<file path="src/rvPkg.sv">
// RV32I subset core package with shared widths, codes and interface structs
package rvPkg;

  // Meaningful widths
  typedef logic [31:0] word_t;
  typedef logic [4:0]  regIdx_t;
  typedef logic [3:0]  aluOp_t;
  typedef logic [6:0]  opcode_t;

  // Fetch starts here after reset
  localparam word_t RESET_PC = 32'h0000_0000;

  // ALU operation codes
  localparam aluOp_t ALU_ADD   = 4'd0;
  localparam aluOp_t ALU_SUB   = 4'd1;
  localparam aluOp_t ALU_AND   = 4'd2;
  localparam aluOp_t ALU_OR    = 4'd3;
  localparam aluOp_t ALU_XOR   = 4'd4;
  localparam aluOp_t ALU_SLT   = 4'd5;
  localparam aluOp_t ALU_PASSB = 4'd6;

  // Major opcodes of the supported subset
  localparam opcode_t OP_RTYPE  = 7'b0110011;
  localparam opcode_t OP_ITYPE  = 7'b0010011;
  localparam opcode_t OP_LUI    = 7'b0110111;
  localparam opcode_t OP_LOAD   = 7'b0000011;
  localparam opcode_t OP_STORE  = 7'b0100011;
  localparam opcode_t OP_BRANCH = 7'b1100011;
  localparam opcode_t OP_JAL    = 7'b1101111;
  localparam opcode_t OP_JALR   = 7'b1100111;

  // Decoded control, 59 bits
  typedef struct packed {
    aluOp_t  aluOp;
    logic    useImm;
    logic    regWrite;
    logic    memRead;
    logic    memWrite;
    logic    branch;
    logic    branchNe;
    logic    jal;
    logic    jalr;
    word_t   imm;
    regIdx_t rs1;
    regIdx_t rs2;
    regIdx_t rd;
  } ctrl_t;

  // Core to request unit
  typedef struct packed {
    logic  instrRead;
    logic  dataRead;
    logic  dataWrite;
    word_t dataAddr;
    word_t writeData;
    word_t pc;
  } memReq_t;

  // Request unit to core
  typedef struct packed {
    logic  ihit;
    logic  dhit;
    word_t rdata;
  } memRsp_t;

  // Master side of the memory bus
  typedef struct packed {
    logic  read;
    logic  write;
    word_t addr;
    word_t wdata;
  } busReq_t;

  // Slave side of the memory bus
  typedef struct packed {
    logic  busy;
    word_t rdata;
  } busRsp_t;

endpackage
</file>
<file path="src/cpuTop.sv">
// Processor top level, joins the core to the request unit and the memory bus
`timescale 1ns/1ps

module cpuTop (
  input  logic           clk_i,
  input  logic           rstN_i,
  input  rvPkg::busRsp_t busRsp_i,
  output rvPkg::busReq_t busReq_o
);

  rvPkg::memReq_t memReq;
  rvPkg::memRsp_t memRsp;

  // Processing side
  cpuCore i_cpuCore (
    .clk_i    (clk_i),
    .rstN_i   (rstN_i),
    .memRsp_i (memRsp),
    .memReq_o (memReq)
  );

  // Fetch, load and store traffic onto the bus
  busReqUnit i_busReqUnit (
    .clk_i    (clk_i),
    .rstN_i   (rstN_i),
    .memReq_i (memReq),
    .memRsp_o (memRsp),
    .busRsp_i (busRsp_i),
    .busReq_o (busReq_o)
  );

endmodule

</file>
<file path="src/cpuCore.sv">
// Multi-cycle core, runs fetch, execute and memory phases one instruction at a time
`timescale 1ns/1ps

module cpuCore (
  input  logic           clk_i,
  input  logic           rstN_i,
  input  rvPkg::memRsp_t memRsp_i,
  output rvPkg::memReq_t memReq_o
);

  typedef enum logic [1:0] {
    FETCH,
    EXEC,
    MEM
  } coreState_t;

  coreState_t   state;
  rvPkg::word_t pc;
  rvPkg::word_t instrReg;
  rvPkg::ctrl_t ctrl;
  rvPkg::word_t rdata1;
  rvPkg::word_t rdata2;
  rvPkg::word_t aluB;
  rvPkg::word_t aluResult;
  rvPkg::word_t pcPlus4;
  rvPkg::word_t nextPc;
  rvPkg::word_t wbData;
  logic         equal;
  logic         isMem;
  logic         branchTaken;
  logic         regWe;

  instrDecoder i_instrDecoder (
    .instr_i (instrReg),
    .ctrl_o  (ctrl)
  );

  regFile i_regFile (
    .clk_i    (clk_i),
    .rstN_i   (rstN_i),
    .we_i     (regWe),
    .rs1_i    (ctrl.rs1),
    .rs2_i    (ctrl.rs2),
    .rd_i     (ctrl.rd),
    .wdata_i  (wbData),
    .rdata1_o (rdata1),
    .rdata2_o (rdata2)
  );

  assign aluB = ctrl.useImm ? ctrl.imm : rdata2;

  aluUnit i_aluUnit (
    .aluOp_i  (ctrl.aluOp),
    .opA_i    (rdata1),
    .opB_i    (aluB),
    .result_o (aluResult),
    .equal_o  (equal)
  );

  assign isMem       = ctrl.memRead | ctrl.memWrite;
  assign pcPlus4     = pc + 32'd4;
  assign branchTaken = ctrl.branch && (equal ^ ctrl.branchNe);

  // Next PC chosen in EXEC
  always_comb begin
    if (ctrl.jalr) begin
      nextPc = {aluResult[31:1], 1'b0};
    end else if (ctrl.jal || branchTaken) begin
      nextPc = pc + ctrl.imm;
    end else begin
      nextPc = pcPlus4;
    end
  end

  // Writeback source and enable
  assign wbData = ctrl.memRead ? memRsp_i.rdata :
                  (ctrl.jal || ctrl.jalr) ? pcPlus4 : aluResult;
  assign regWe  = ctrl.regWrite &&
                  (((state == EXEC) && !isMem) || ((state == MEM) && memRsp_i.dhit));

  always_ff @(posedge clk_i or negedge rstN_i) begin
    if (!rstN_i) begin
      state <= FETCH;
      pc    <= rvPkg::RESET_PC;
    end else begin
      case (state)
        FETCH: begin
          if (memRsp_i.ihit) begin
            state <= EXEC;
          end
        end
        EXEC: begin
          if (isMem) begin
            state <= MEM;
          end else begin
            pc    <= nextPc;
            state <= FETCH;
          end
        end
        MEM: begin
          if (memRsp_i.dhit) begin
            pc    <= pcPlus4;
            state <= FETCH;
          end
        end
        default: state <= FETCH;
      endcase
    end
  end

  // Instruction latched on the fetch hit
  always_ff @(posedge clk_i) begin
    if ((state == FETCH) && memRsp_i.ihit) begin
      instrReg <= memRsp_i.rdata;
    end
  end

  always_comb begin
    memReq_o.instrRead = (state == FETCH);
    memReq_o.dataRead  = (state == MEM) && ctrl.memRead;
    memReq_o.dataWrite = (state == MEM) && ctrl.memWrite;
    memReq_o.dataAddr  = aluResult;
    memReq_o.writeData = rdata2;
    memReq_o.pc        = pc;
  end

endmodule

</file>
<file path="src/regFile.sv">
// Register file with x0 tied to zero, two read ports and one write port
`timescale 1ns/1ps

module regFile (
  input  logic           clk_i,
  input  logic           rstN_i,
  input  logic           we_i,
  input  rvPkg::regIdx_t rs1_i,
  input  rvPkg::regIdx_t rs2_i,
  input  rvPkg::regIdx_t rd_i,
  input  rvPkg::word_t   wdata_i,
  output rvPkg::word_t   rdata1_o,
  output rvPkg::word_t   rdata2_o
);

  // x1..x31 only
  rvPkg::word_t regs [1:31];

  always_ff @(posedge clk_i or negedge rstN_i) begin
    if (!rstN_i) begin
      for (int i = 1; i < 32; i++) begin
        regs[i] <= '0;
      end
    end else if (we_i && (rd_i != '0)) begin
      regs[rd_i] <= wdata_i;
    end
  end

  assign rdata1_o = (rs1_i == '0) ? '0 : regs[rs1_i];
  assign rdata2_o = (rs2_i == '0) ? '0 : regs[rs2_i];

endmodule

</file>
<file path="src/aluUnit.sv">
// ALU for the RV32I subset, with operand equality for branches
`timescale 1ns/1ps

module aluUnit (
  input  rvPkg::aluOp_t aluOp_i,
  input  rvPkg::word_t  opA_i,
  input  rvPkg::word_t  opB_i,
  output rvPkg::word_t  result_o,
  output logic          equal_o
);

  logic lessSigned;

  // Signed compare for SLT
  assign lessSigned = $signed(opA_i) < $signed(opB_i);

  always_comb begin
    case (aluOp_i)
      rvPkg::ALU_ADD: begin
        result_o = opA_i + opB_i;
      end
      rvPkg::ALU_SUB: begin
        result_o = opA_i - opB_i;
      end
      rvPkg::ALU_AND: begin
        result_o = opA_i & opB_i;
      end
      rvPkg::ALU_OR: begin
        result_o = opA_i | opB_i;
      end
      rvPkg::ALU_XOR: begin
        result_o = opA_i ^ opB_i;
      end
      rvPkg::ALU_SLT: begin
        result_o = {31'b0, lessSigned};
      end
      rvPkg::ALU_PASSB: begin
        result_o = opB_i;
      end
      default: begin
        result_o = '0;
      end
    endcase
  end

  // BEQ/BNE condition
  assign equal_o = (opA_i == opB_i);

endmodule

</file>
<file path="src/instrDecoder.sv">
// Instruction decoder, turns an RV32I subset word into control fields and immediate
`timescale 1ns/1ps

module instrDecoder (
  input  rvPkg::word_t instr_i,
  output rvPkg::ctrl_t ctrl_o
);

  rvPkg::opcode_t opcode;
  logic [2:0]     funct3;
  logic           bit30;
  rvPkg::word_t   immI;
  rvPkg::word_t   immS;
  rvPkg::word_t   immB;
  rvPkg::word_t   immU;
  rvPkg::word_t   immJ;

  assign opcode = instr_i[6:0];
  assign funct3 = instr_i[14:12];
  assign bit30  = instr_i[30];

  // Sign-extended immediates per format
  assign immI = {{20{instr_i[31]}}, instr_i[31:20]};
  assign immS = {{20{instr_i[31]}}, instr_i[31:25], instr_i[11:7]};
  assign immB = {{19{instr_i[31]}}, instr_i[31], instr_i[7], instr_i[30:25],
                 instr_i[11:8], 1'b0};
  assign immU = {instr_i[31:12], 12'b0};
  assign immJ = {{11{instr_i[31]}}, instr_i[31], instr_i[19:12], instr_i[20],
                 instr_i[30:21], 1'b0};

  always_comb begin
    // No-op unless a known encoding turns something on
    ctrl_o       = '0;
    ctrl_o.aluOp = rvPkg::ALU_ADD;
    ctrl_o.imm   = immI;
    ctrl_o.rs1   = instr_i[19:15];
    ctrl_o.rs2   = instr_i[24:20];
    ctrl_o.rd    = instr_i[11:7];

    case (opcode)
      rvPkg::OP_RTYPE: begin
        ctrl_o.regWrite = 1'b1;
        case (funct3)
          3'b000:  ctrl_o.aluOp = bit30 ? rvPkg::ALU_SUB : rvPkg::ALU_ADD;
          3'b010:  ctrl_o.aluOp = rvPkg::ALU_SLT;
          3'b100:  ctrl_o.aluOp = rvPkg::ALU_XOR;
          3'b110:  ctrl_o.aluOp = rvPkg::ALU_OR;
          3'b111:  ctrl_o.aluOp = rvPkg::ALU_AND;
          default: ctrl_o.regWrite = 1'b0;
        endcase
      end
      rvPkg::OP_ITYPE: begin
        // ADDI only
        ctrl_o.useImm   = 1'b1;
        ctrl_o.regWrite = (funct3 == 3'b000);
      end
      rvPkg::OP_LUI: begin
        ctrl_o.aluOp    = rvPkg::ALU_PASSB;
        ctrl_o.useImm   = 1'b1;
        ctrl_o.imm      = immU;
        ctrl_o.regWrite = 1'b1;
      end
      rvPkg::OP_LOAD: begin
        ctrl_o.useImm   = 1'b1;
        ctrl_o.memRead  = (funct3 == 3'b010);
        ctrl_o.regWrite = (funct3 == 3'b010);
      end
      rvPkg::OP_STORE: begin
        ctrl_o.useImm   = 1'b1;
        ctrl_o.imm      = immS;
        ctrl_o.memWrite = (funct3 == 3'b010);
      end
      rvPkg::OP_BRANCH: begin
        // BEQ and BNE, compared on rs1 and rs2
        ctrl_o.imm      = immB;
        ctrl_o.branch   = (funct3[2:1] == 2'b00);
        ctrl_o.branchNe = funct3[0];
      end
      rvPkg::OP_JAL: begin
        ctrl_o.imm      = immJ;
        ctrl_o.jal      = 1'b1;
        ctrl_o.regWrite = 1'b1;
      end
      rvPkg::OP_JALR: begin
        ctrl_o.useImm   = 1'b1;
        ctrl_o.jalr     = (funct3 == 3'b000);
        ctrl_o.regWrite = (funct3 == 3'b000);
      end
      default: begin
        ctrl_o.regWrite = 1'b0;
      end
    endcase
  end

endmodule

</file>
<file path="src/busReqUnit.sv">
// Bus request unit, places fetch and data accesses on the busy-handshake memory bus
`timescale 1ns/1ps

module busReqUnit (
  input  logic           clk_i,
  input  logic           rstN_i,
  input  rvPkg::memReq_t memReq_i,
  output rvPkg::memRsp_t memRsp_o,
  input  rvPkg::busRsp_t busRsp_i,
  output rvPkg::busReq_t busReq_o
);

  typedef enum logic [1:0] {
    IDLE,
    REQUEST,
    WAITBUSY
  } ruState_t;

  ruState_t     state;
  ruState_t     stateNext;
  logic         reqRead;
  logic         reqWrite;
  logic         reqData;
  rvPkg::word_t reqAddr;
  rvPkg::word_t reqWdata;
  logic         dataPending;
  logic         start;
  logic         complete;

  // Data side wins if both were pending
  assign dataPending = memReq_i.dataRead | memReq_i.dataWrite;
  assign start       = (state == IDLE) && (dataPending || memReq_i.instrRead);
  // First low busy after busy was seen high
  assign complete    = (state == WAITBUSY) && !busRsp_i.busy;

  always_comb begin
    stateNext = state;
    case (state)
      IDLE: begin
        if (start) begin
          stateNext = REQUEST;
        end
      end
      REQUEST: begin
        if (busRsp_i.busy) begin
          stateNext = WAITBUSY;
        end
      end
      WAITBUSY: begin
        if (complete) begin
          stateNext = IDLE;
        end
      end
      default: stateNext = IDLE;
    endcase
  end

  always_ff @(posedge clk_i or negedge rstN_i) begin
    if (!rstN_i) begin
      state    <= IDLE;
      reqRead  <= 1'b0;
      reqWrite <= 1'b0;
      reqData  <= 1'b0;
    end else begin
      state <= stateNext;
      if (start) begin
        reqRead  <= !memReq_i.dataWrite;
        reqWrite <= memReq_i.dataWrite;
        reqData  <= dataPending;
      end else if (complete) begin
        // Request drops the cycle after completion
        reqRead  <= 1'b0;
        reqWrite <= 1'b0;
      end
    end
  end

  // Address and write data held for the whole transaction
  always_ff @(posedge clk_i) begin
    if (start) begin
      reqAddr  <= dataPending ? memReq_i.dataAddr : memReq_i.pc;
      reqWdata <= memReq_i.writeData;
    end
  end

  always_comb begin
    busReq_o.read  = reqRead;
    busReq_o.write = reqWrite;
    busReq_o.addr  = reqAddr;
    busReq_o.wdata = reqWdata;
    memRsp_o.ihit  = complete && !reqData;
    memRsp_o.dhit  = complete && reqData;
    memRsp_o.rdata = busRsp_i.rdata;
  end

endmodule

</file>
<file path="config.mk">
export PLATFORM = sky130hd
export DESIGN_NAME = cpuTop
export DESIGN_NICKNAME = d
export VERILOG_FILES = /design/src/rvPkg.sv /design/src/cpuTop.sv /design/src/cpuCore.sv /design/src/regFile.sv /design/src/aluUnit.sv /design/src/instrDecoder.sv /design/src/busReqUnit.sv
export SDC_FILE = /design/constraint.sdc
export NUM_CORES = 2
export LEC_CHECK = 0
export BUFFER_PORTS_ARGS = -buffer_cell sky130_fd_sc_hd__buf_2
export CORE_MARGIN = 3
export CORE_UTILIZATION = 62
export DETAILED_ROUTE_END_ITERATION = 16
export PLACE_DENSITY = 0.79
export SLEW_MARGIN = 25
export SYNTH_ARGS = -nofsm -noshare
export SYNTH_HDL_FRONTEND = slang
export SYNTH_SLANG_ARGS = --single-unit
</file>
<file path="constraint.sdc">
create_clock -name clk_i -period 20.4 [get_ports clk_i]
set_clock_uncertainty 0.1 [all_clocks]
set_input_delay 1.02 -clock clk_i [delete_from_list [all_inputs] [get_ports clk_i]]
set_output_delay 1.02 -clock clk_i [all_outputs]
set_load 0.02 [all_outputs]
</file>
Word level (Yosys, flattened, before mapping)
Cells that the tools add are included.
{"block": "op_classes", "bitwise_logic": 9, "n_eq_ne": 29, "order_cmp": 5, "n_addsub": 4, "mux": 44, "reduce_logical": 38}
{"op": "$bwmux 992", "count": 1}
{"op": "$mux 32", "count": 15}
{"op": "$bmux 32 s5", "count": 2}
{"op": "$pmux 32 s7", "count": 1}
{"op": "$demux 32 s5", "count": 1}
{"op": "$pmux 31 s4", "count": 1}
{"op": "$add 32x32->32", "count": 2}
{"op": "$pmux 32 s2", "count": 1}
{"op": "$add 32x3->32 const B", "count": 1}
{"op": "$and 32x32->32", "count": 1}
{"op": "$eq 32x32->1", "count": 1}
{"op": "$lt 32x32->1", "count": 1}
{"op": "$or 32x32->32", "count": 1}
{"op": "$sub 32x32->32", "count": 1}
{"op": "$xor 32x32->32", "count": 1}
{"op": "$eq 7x6->1 const B", "count": 3}
{"op": "$eq 7x7->1 const B", "count": 3}
{"op": "$pmux 4 s5", "count": 1}
{"op": "$ge 6x6->1 const B", "count": 3}
{"op": "$not 5->6", "count": 3}
{"op": "$mux 2", "count": 7}
{"op": "$logic_and 1x1->1", "count": 13}
{"op": "$eq 4x3->1 const B", "count": 3}
{"op": "$pmux 2 s3", "count": 2}
{"op": "other kinds (28)", "count": 60}
{"block": "totals", "inputBits": 35, "word_cells": 169, "regBits": 1127}

Depth between registers and ports, before layout
{"block": "depth", "depth_word": 14, "depth_mapped": 25, "mapped_depth_nobuf": 20}

Hierarchy
A second synthesis with hierarchy kept.
{"block": "hier_totals", "hier_cells": 5542, "hier_area_um2": 68938.6}
{"module": "regFile", "area_each_um2": 52987.1, "n_inst": 1, "cells_per_inst": 3624}
{"module": "cpuCore", "area_each_um2": 6767.7, "n_inst": 1, "cells_per_inst": 804}
{"module": "aluUnit", "area_each_um2": 5487.8, "n_inst": 1, "cells_per_inst": 833}
{"module": "busReqUnit", "area_each_um2": 2952.8, "n_inst": 1, "cells_per_inst": 158}
{"module": "instrDecoder", "area_each_um2": 743.2, "n_inst": 1, "cells_per_inst": 123}

Worst setup path before layout
Ideal clock, no wire load.
{"block": "synth_path", "path_kind": "reg2reg", "startpoint": "register i_cpuCore.instrReg[6]", "endpoint": "register i_busReqUnit.reqRead", "required_ps": 19935, "path_buffers": 2, "setup_slack_ps": 13264, "setup_time_ps": 365, "arrival_time_ps": 6671, "path_stages_with_launch": 9, "synth_period_minus_slack_ps": 7136, "cell_sequence": "edfxtp_1 -> clkbuf_1 -> nor4b_1 -> and3_1 -> and2_1 -> clkbuf_1 -> nor2_1 -> nor3_1 -> o21ai_0"}
{"block": "synth_via", "elab_chain_len": 7, "elab_cells_between_ends": 12, "classes_between": "eq/ne: 2; mux: 3; bitwise: 1; reduce/logical: 6"}
{"element": "start: declaration", "line_no": "cpuCore.sv:19", "source": "rvPkg::word_t instrReg;"}
{"element": "start signal: assignment", "line_no": "cpuCore.sv:114", "source": "instrReg <= memRsp_i.rdata;"}
{"element": "$eq 7x2->1 / $eq 7x6->1 (equally long branches)", "line_no": "instrDecoder.sv:40", "source": "case (opcode)"}
{"element": "$mux 1", "line_no": "instrDecoder.sv:40"}
{"element": "$logic_and 1x1->1 (on tied branches)", "line_no": "cpuCore.sv:120, cpuCore.sv:121"}
{"element": "$or 1x1->1 (*)", "line_no": "busReqUnit.sv:31", "source": "assign dataPending = memReq_i.dataRead | memReq_i.dataWrite;"}
{"element": "$logic_or 1x1->1 (*)", "line_no": "busReqUnit.sv:32", "source": "assign start = (state == IDLE) && (dataPending || memReq_i.instrRead);"}
{"element": "$logic_and 1x1->1 (*)", "line_no": "busReqUnit.sv:32"}
{"element": "named net i_busReqUnit.start", "line_no": "busReqUnit.sv:27", "source": "logic start;"}
{"element": "$mux 1 / $reduce_bool 2->1 (equally long branches)"}
{"element": "end signal: assignment", "line_no": "busReqUnit.sv:67", "source": "reqRead <= !memReq_i.dataWrite;"}
{"element": "end: declaration", "line_no": "busReqUnit.sv:21", "source": "logic reqRead;"}
Mark *: on every way through the listed nets, which the timed path passes. The rest lies on a longest branch.
A chain may end at the register's enable or synchronous reset.

Worst setup path in the final report
{"block": "layout_path", "startpoint": "register i_cpuCore.instrReg[21]", "endpoint": "register i_cpuCore.i_regFile.regs[94] (netlist name)"}
{"block": "layout_via", "elab_chain_len": 11, "elab_cells_between_ends": 17, "classes_between": "add/sub: 2; mux: 10; bitwise: 4; reduce/logical: 1"}
{"element": "$not 5->6 (implied by the code)", "line_no": "regFile.sv:30", "source": "assign rdata2_o = (rs2_i == '0) ? '0 : regs[rs2_i];"}
{"element": "$bmux 32 s5", "line_no": "regFile.sv:30"}
{"element": "$mux 32 (implied by the code) (2 in series)", "line_no": "regFile.sv:30"}
{"element": "$mux 32", "line_no": "regFile.sv:30"}
{"element": "$mux 32 (*)", "line_no": "cpuCore.sv:50", "source": "assign aluB = ctrl.useImm ? ctrl.imm : rdata2;"}
{"element": "$sub 32x32->32, or another cell as far along", "line_no": "aluUnit.sv:23", "source": "result_o = opA_i - opB_i;"}
{"element": "$pmux 32 s7 (*)", "line_no": "aluUnit.sv:18", "source": "case (aluOp_i)"}
{"element": "$mux 32 (*)", "line_no": "cpuCore.sv:77", "source": "(ctrl.jal || ctrl.jalr) ? pcPlus4 : aluResult;"}
{"element": "$mux 32 (*)", "line_no": "cpuCore.sv:76", "source": "assign wbData = ctrl.memRead ? memRsp_i.rdata :"}
{"element": "$bwmux 992 (*)", "line_no": "regFile.sv:25", "source": "regs[rd_i] <= wdata_i;"}
{"element": "end signal: indexed assignment", "line_no": "regFile.sv:25"}
{"element": "end: declaration", "line_no": "regFile.sv:17", "source": "rvPkg::word_t regs [1:31];"}
Every way passes the cells marked *; elsewhere a longest branch is shown, timed or not. The select of a mux whose other input is x is not followed.

==> results.md <==
* Worst Setup End Kind: flip-flop
* Worst-margin pin slew at 1.223 ns
* Area Growth Syn to Fin at 8.920%
* CP arrival at 10.57 ns
* Startpoint Class: flip-flop
* CTS root buffer: clkbuf_16
* Total GRT Usage at 42.19%
* Filler Cell Count at 7432
* Area fraction of the dominant cell type after synthesis at 38.97%
* Register area at 28680 sq um
* Cell Area, Synth at 66210 sq um
* Status: completed
* Critical path type: flip-flop to flip-flop
* Width of the chip at 332.8 um
* Slew Limit Fails at 0
* Crit path time final at 10.07 ns
* HP Class: primary input to async pin
* Routed vias/inst at 7.315
* Cell Pwr Density at 86.41 nW/um^2
* Fin. Hold Viols at 0
* CORE AREA at 105600 sq um
* WL/cell at 31.65 um
* Final period util at 49.36%
* Ys async rst share at 91.48%
* Most area-hungry cell type in the Yosys netlist: dfrtp_1
* Number of clock sinks at 1127
* Area of the multi-input gates at 35080 sq um
* Hold buffer count at CTS at 0
* Fin area at 72120 sq um
* Post-Route Setup TNS at 0 ns
* Post-cts resize count at 0
* Initial antenna violation count at 5
* Critical Path RT at 20.90 ns
* EDFF count, synth at 96
* CTS buffer count at 115
* Total nets after synthesis at 6307
* Ranking of synthesized cells by area: dfrtp_1 (39%), mux4_2 (20%), o21ai_0 (5.1%), edfxtp_1 (4.4%), nand2_1 (4.1%)
* WL final at 234.8 mm
* Remaining DRCs at 0
* LEAKAGE at 31.31 nW
* Largest net degree at the start of global routing at 191
* First-pass GRT wire length at 348.7 mm
* Layout cells sized above 1 at 21.98%
* Mapped Avg Cell Area at 10.79 sq um
* CTS clk-pin slew, worst paths at 0.06 ns
* Worst-path maximum fanout at 136
* CTS tree: done
* DR iter-0 viols at 7843
* Clock Latency Late Sink at 0.73 ns
* Port bufs at 100
* Synthesized netlist cell count at 6134
* Maximum VDD drop at 0.00006906 V
* Routability cong. at 1.044
* Most used DFF post-synth: dfrtp_1
* Vias in the first global route at 54350
* Placed cell areas at 67720 sq um
* Setup-failing EPs final at 0
* Die Span Y at 332.8 um
* RSZ-0062 raised after global routing: no
* Total number of vias at 54250
* #FFs+latches synth at 1127
* CTS Buffer Depth at 3
* I/O pins at 101
* Fmax at 99.30 MHz
* Max_slew headroom at 16.15%
* Routed Antenna Nets at 0
* YS warnings at 0
* Total grt overflow at 0
* Num rows at 119
* Final net count at 6097
* Max_cap viols at 0
* Sequential area share after synthesis at 43.32%
* Starting Density at 62.72%
* Die area at 110700 sq um
* Post-DP HPWL at 145.1 mm
* Library cells used by synthesis at 90
* Postcts setup bufs at 0
* H-tree depth at 3
* DRT Pass-1 Iters at 7
-- path summary, 6_finish.rpt --
kind,from,cells past startpoint,end,slack (ns)
worst max register to register,i_cpuCore.instrReg[21],20,i_cpuCore.i_regFile.regs[94],10.33
worst max-delay path,i_cpuCore.instrReg[21],20,i_cpuCore.i_regFile.regs[94],10.33
min in group clk_i,i_cpuCore.i_regFile.regs[808],2,i_cpuCore.i_regFile.regs[808],0.40
worst min-delay path,rstN_i,1,i_cpuCore.i_regFile.regs[253],0.25
max in group asynchronous,rstN_i,5,i_cpuCore.i_regFile.regs[552],16.48
worst min register to register,i_cpuCore.i_regFile.regs[808],2,i_cpuCore.i_regFile.regs[808],0.40
-- power by group --
group,switching [mW],total (mW),leakage (nW),internal [mW]
clock,0.957,2.35,2.08,1.39
sequential,0.0996,2.50,14.9,2.40
combinational,0.938,1.39,14.3,0.448
total,1.99,6.23,31.3,4.24
-- placed cells by master (no fill, tap or decap), types with 22 or more instances in the layout --
master     instances
buf_2             99
clkinv_2          27
clkbuf_8          24
xnor2_1           42
buf_4            118
nor2_1           499
inv_1            191
o211ai_1          24
nor3_1            43
clkbuf_16        120
mux2_2           181
nand2b_1          22
a21oi_1          451
o21ai_0          665
a31oi_1          111
a211oi_1          35
dfrtp_1         1031
edfxtp_1          96
nor2b_1           38
nand3_1           65
o22ai_1           22
xor2_1            27
and3_1            29
nand2_1          689
mux2i_1          147
mux4_2           576
a21o_1            56
ha_1             135
-- registers in the layout (all words and copies together) (netlist names) --
signal,cells
i_cpuCore.state,2
i_busReqUnit.reqWrite,1
i_busReqUnit.reqData,1
i_cpuCore.i_regFile.regs,992
i_busReqUnit.reqRead,1
i_cpuCore.instrReg,32
i_busReqUnit.state,2
i_busReqUnit.reqAddr,32
i_cpuCore.pc,32
i_busReqUnit.reqWdata,32
-- logic make-up (layout without fill, tap and decap cells) --
group | after synthesis | after routing | synth area share [%]
DFF | 1127 | 1127 | 43.32
adders and majority gates | 138 | 138 | 2.642
AOI/OAI and AO/OA | 1590 | 1590 | 13.89
muxes | 909 | 909 | 24.97
other | 0 | 1 | 0
and+or+nand+nor | 1550 | 1550 | 9.855
xor gates and xnor gates | 69 | 69 | 0.9127
buffers and inverters | 751 | 642 | 4.409
-- layer usage --
metal	share of wire (%)	vias to the layer above	GRT usage, %	routed length [um]
li1	-	22080	-	-
met1	35	27040	55.71	81580
met2	44	4080	61.85	103400
met3	14	1049	12.77	32340
met4	7.4	8	26.14	17400
met5	0.037	-	0	87
-- synth_stat cells, types with 59 or more instances --
cell type	instances
nor2_1	529
mux2i_1	152
o21ai_0	669
edfxtp_1	96
nand3_1	65
dfrtp_1	1031
mux4_2	576
buf_1	75
a31oi_1	112
inv_1	192
clkbuf_1	433
a21oi_1	464
mux2_2	181
nand2_1	716
a21o_1	59
ha_1	135
-- worst max-delay path, cell delays in order (launching register included) --
cell	delay [ns]
edfxtp_1	0.45
buf_4	0.34
buf_12	0.57
buf_4	0.91
buf_6	0.71
mux4_2	0.42
mux4_2	0.50
mux2i_1	0.56
nor2_1	0.08
a21o_1	0.22
ha_1	0.53
nor4_1	0.83
o21ai_0	0.24
o211ai_1	0.30
nor2_1	0.08
and3_1	0.27
o31ai_1	0.69
xnor2_1	0.14
a2111oi_0	0.87
o21ai_4	0.39
mux2_2	0.40
-- stage by stage --
step	util (%)	total power [mW]	hold slack, ns	instances	setup slack [ns]
2_1_floorplan	-	3.399	0.3609	6134	13.26
3_3_place_gp	64.09	3.858	0.3734	7195	10.91
3_5_place_dp	64.15	3.876	0.3851	7195	10.61
4_1_cts	68.15	6.192	0.2882	7413	10.56
5_1_grt	68.31	6.413	0.3287	7416	10.16
6_report	68.31	6.232	0.2533	7417	10.33
-- area by class of cell --
class / count / area share (%)
diodes: 1 / 0.003470
clock buffers: 159 / 4.700
clock inverters: 59 / 1.157
inverters: 192 / 0.9993
multi-input cells: 4256 / 48.64
flip-flops and latches: 1127 / 39.77
well taps: 1391 / 2.413
repair buffers: 232 / 2.309
(Power assumes the default switching activity.)
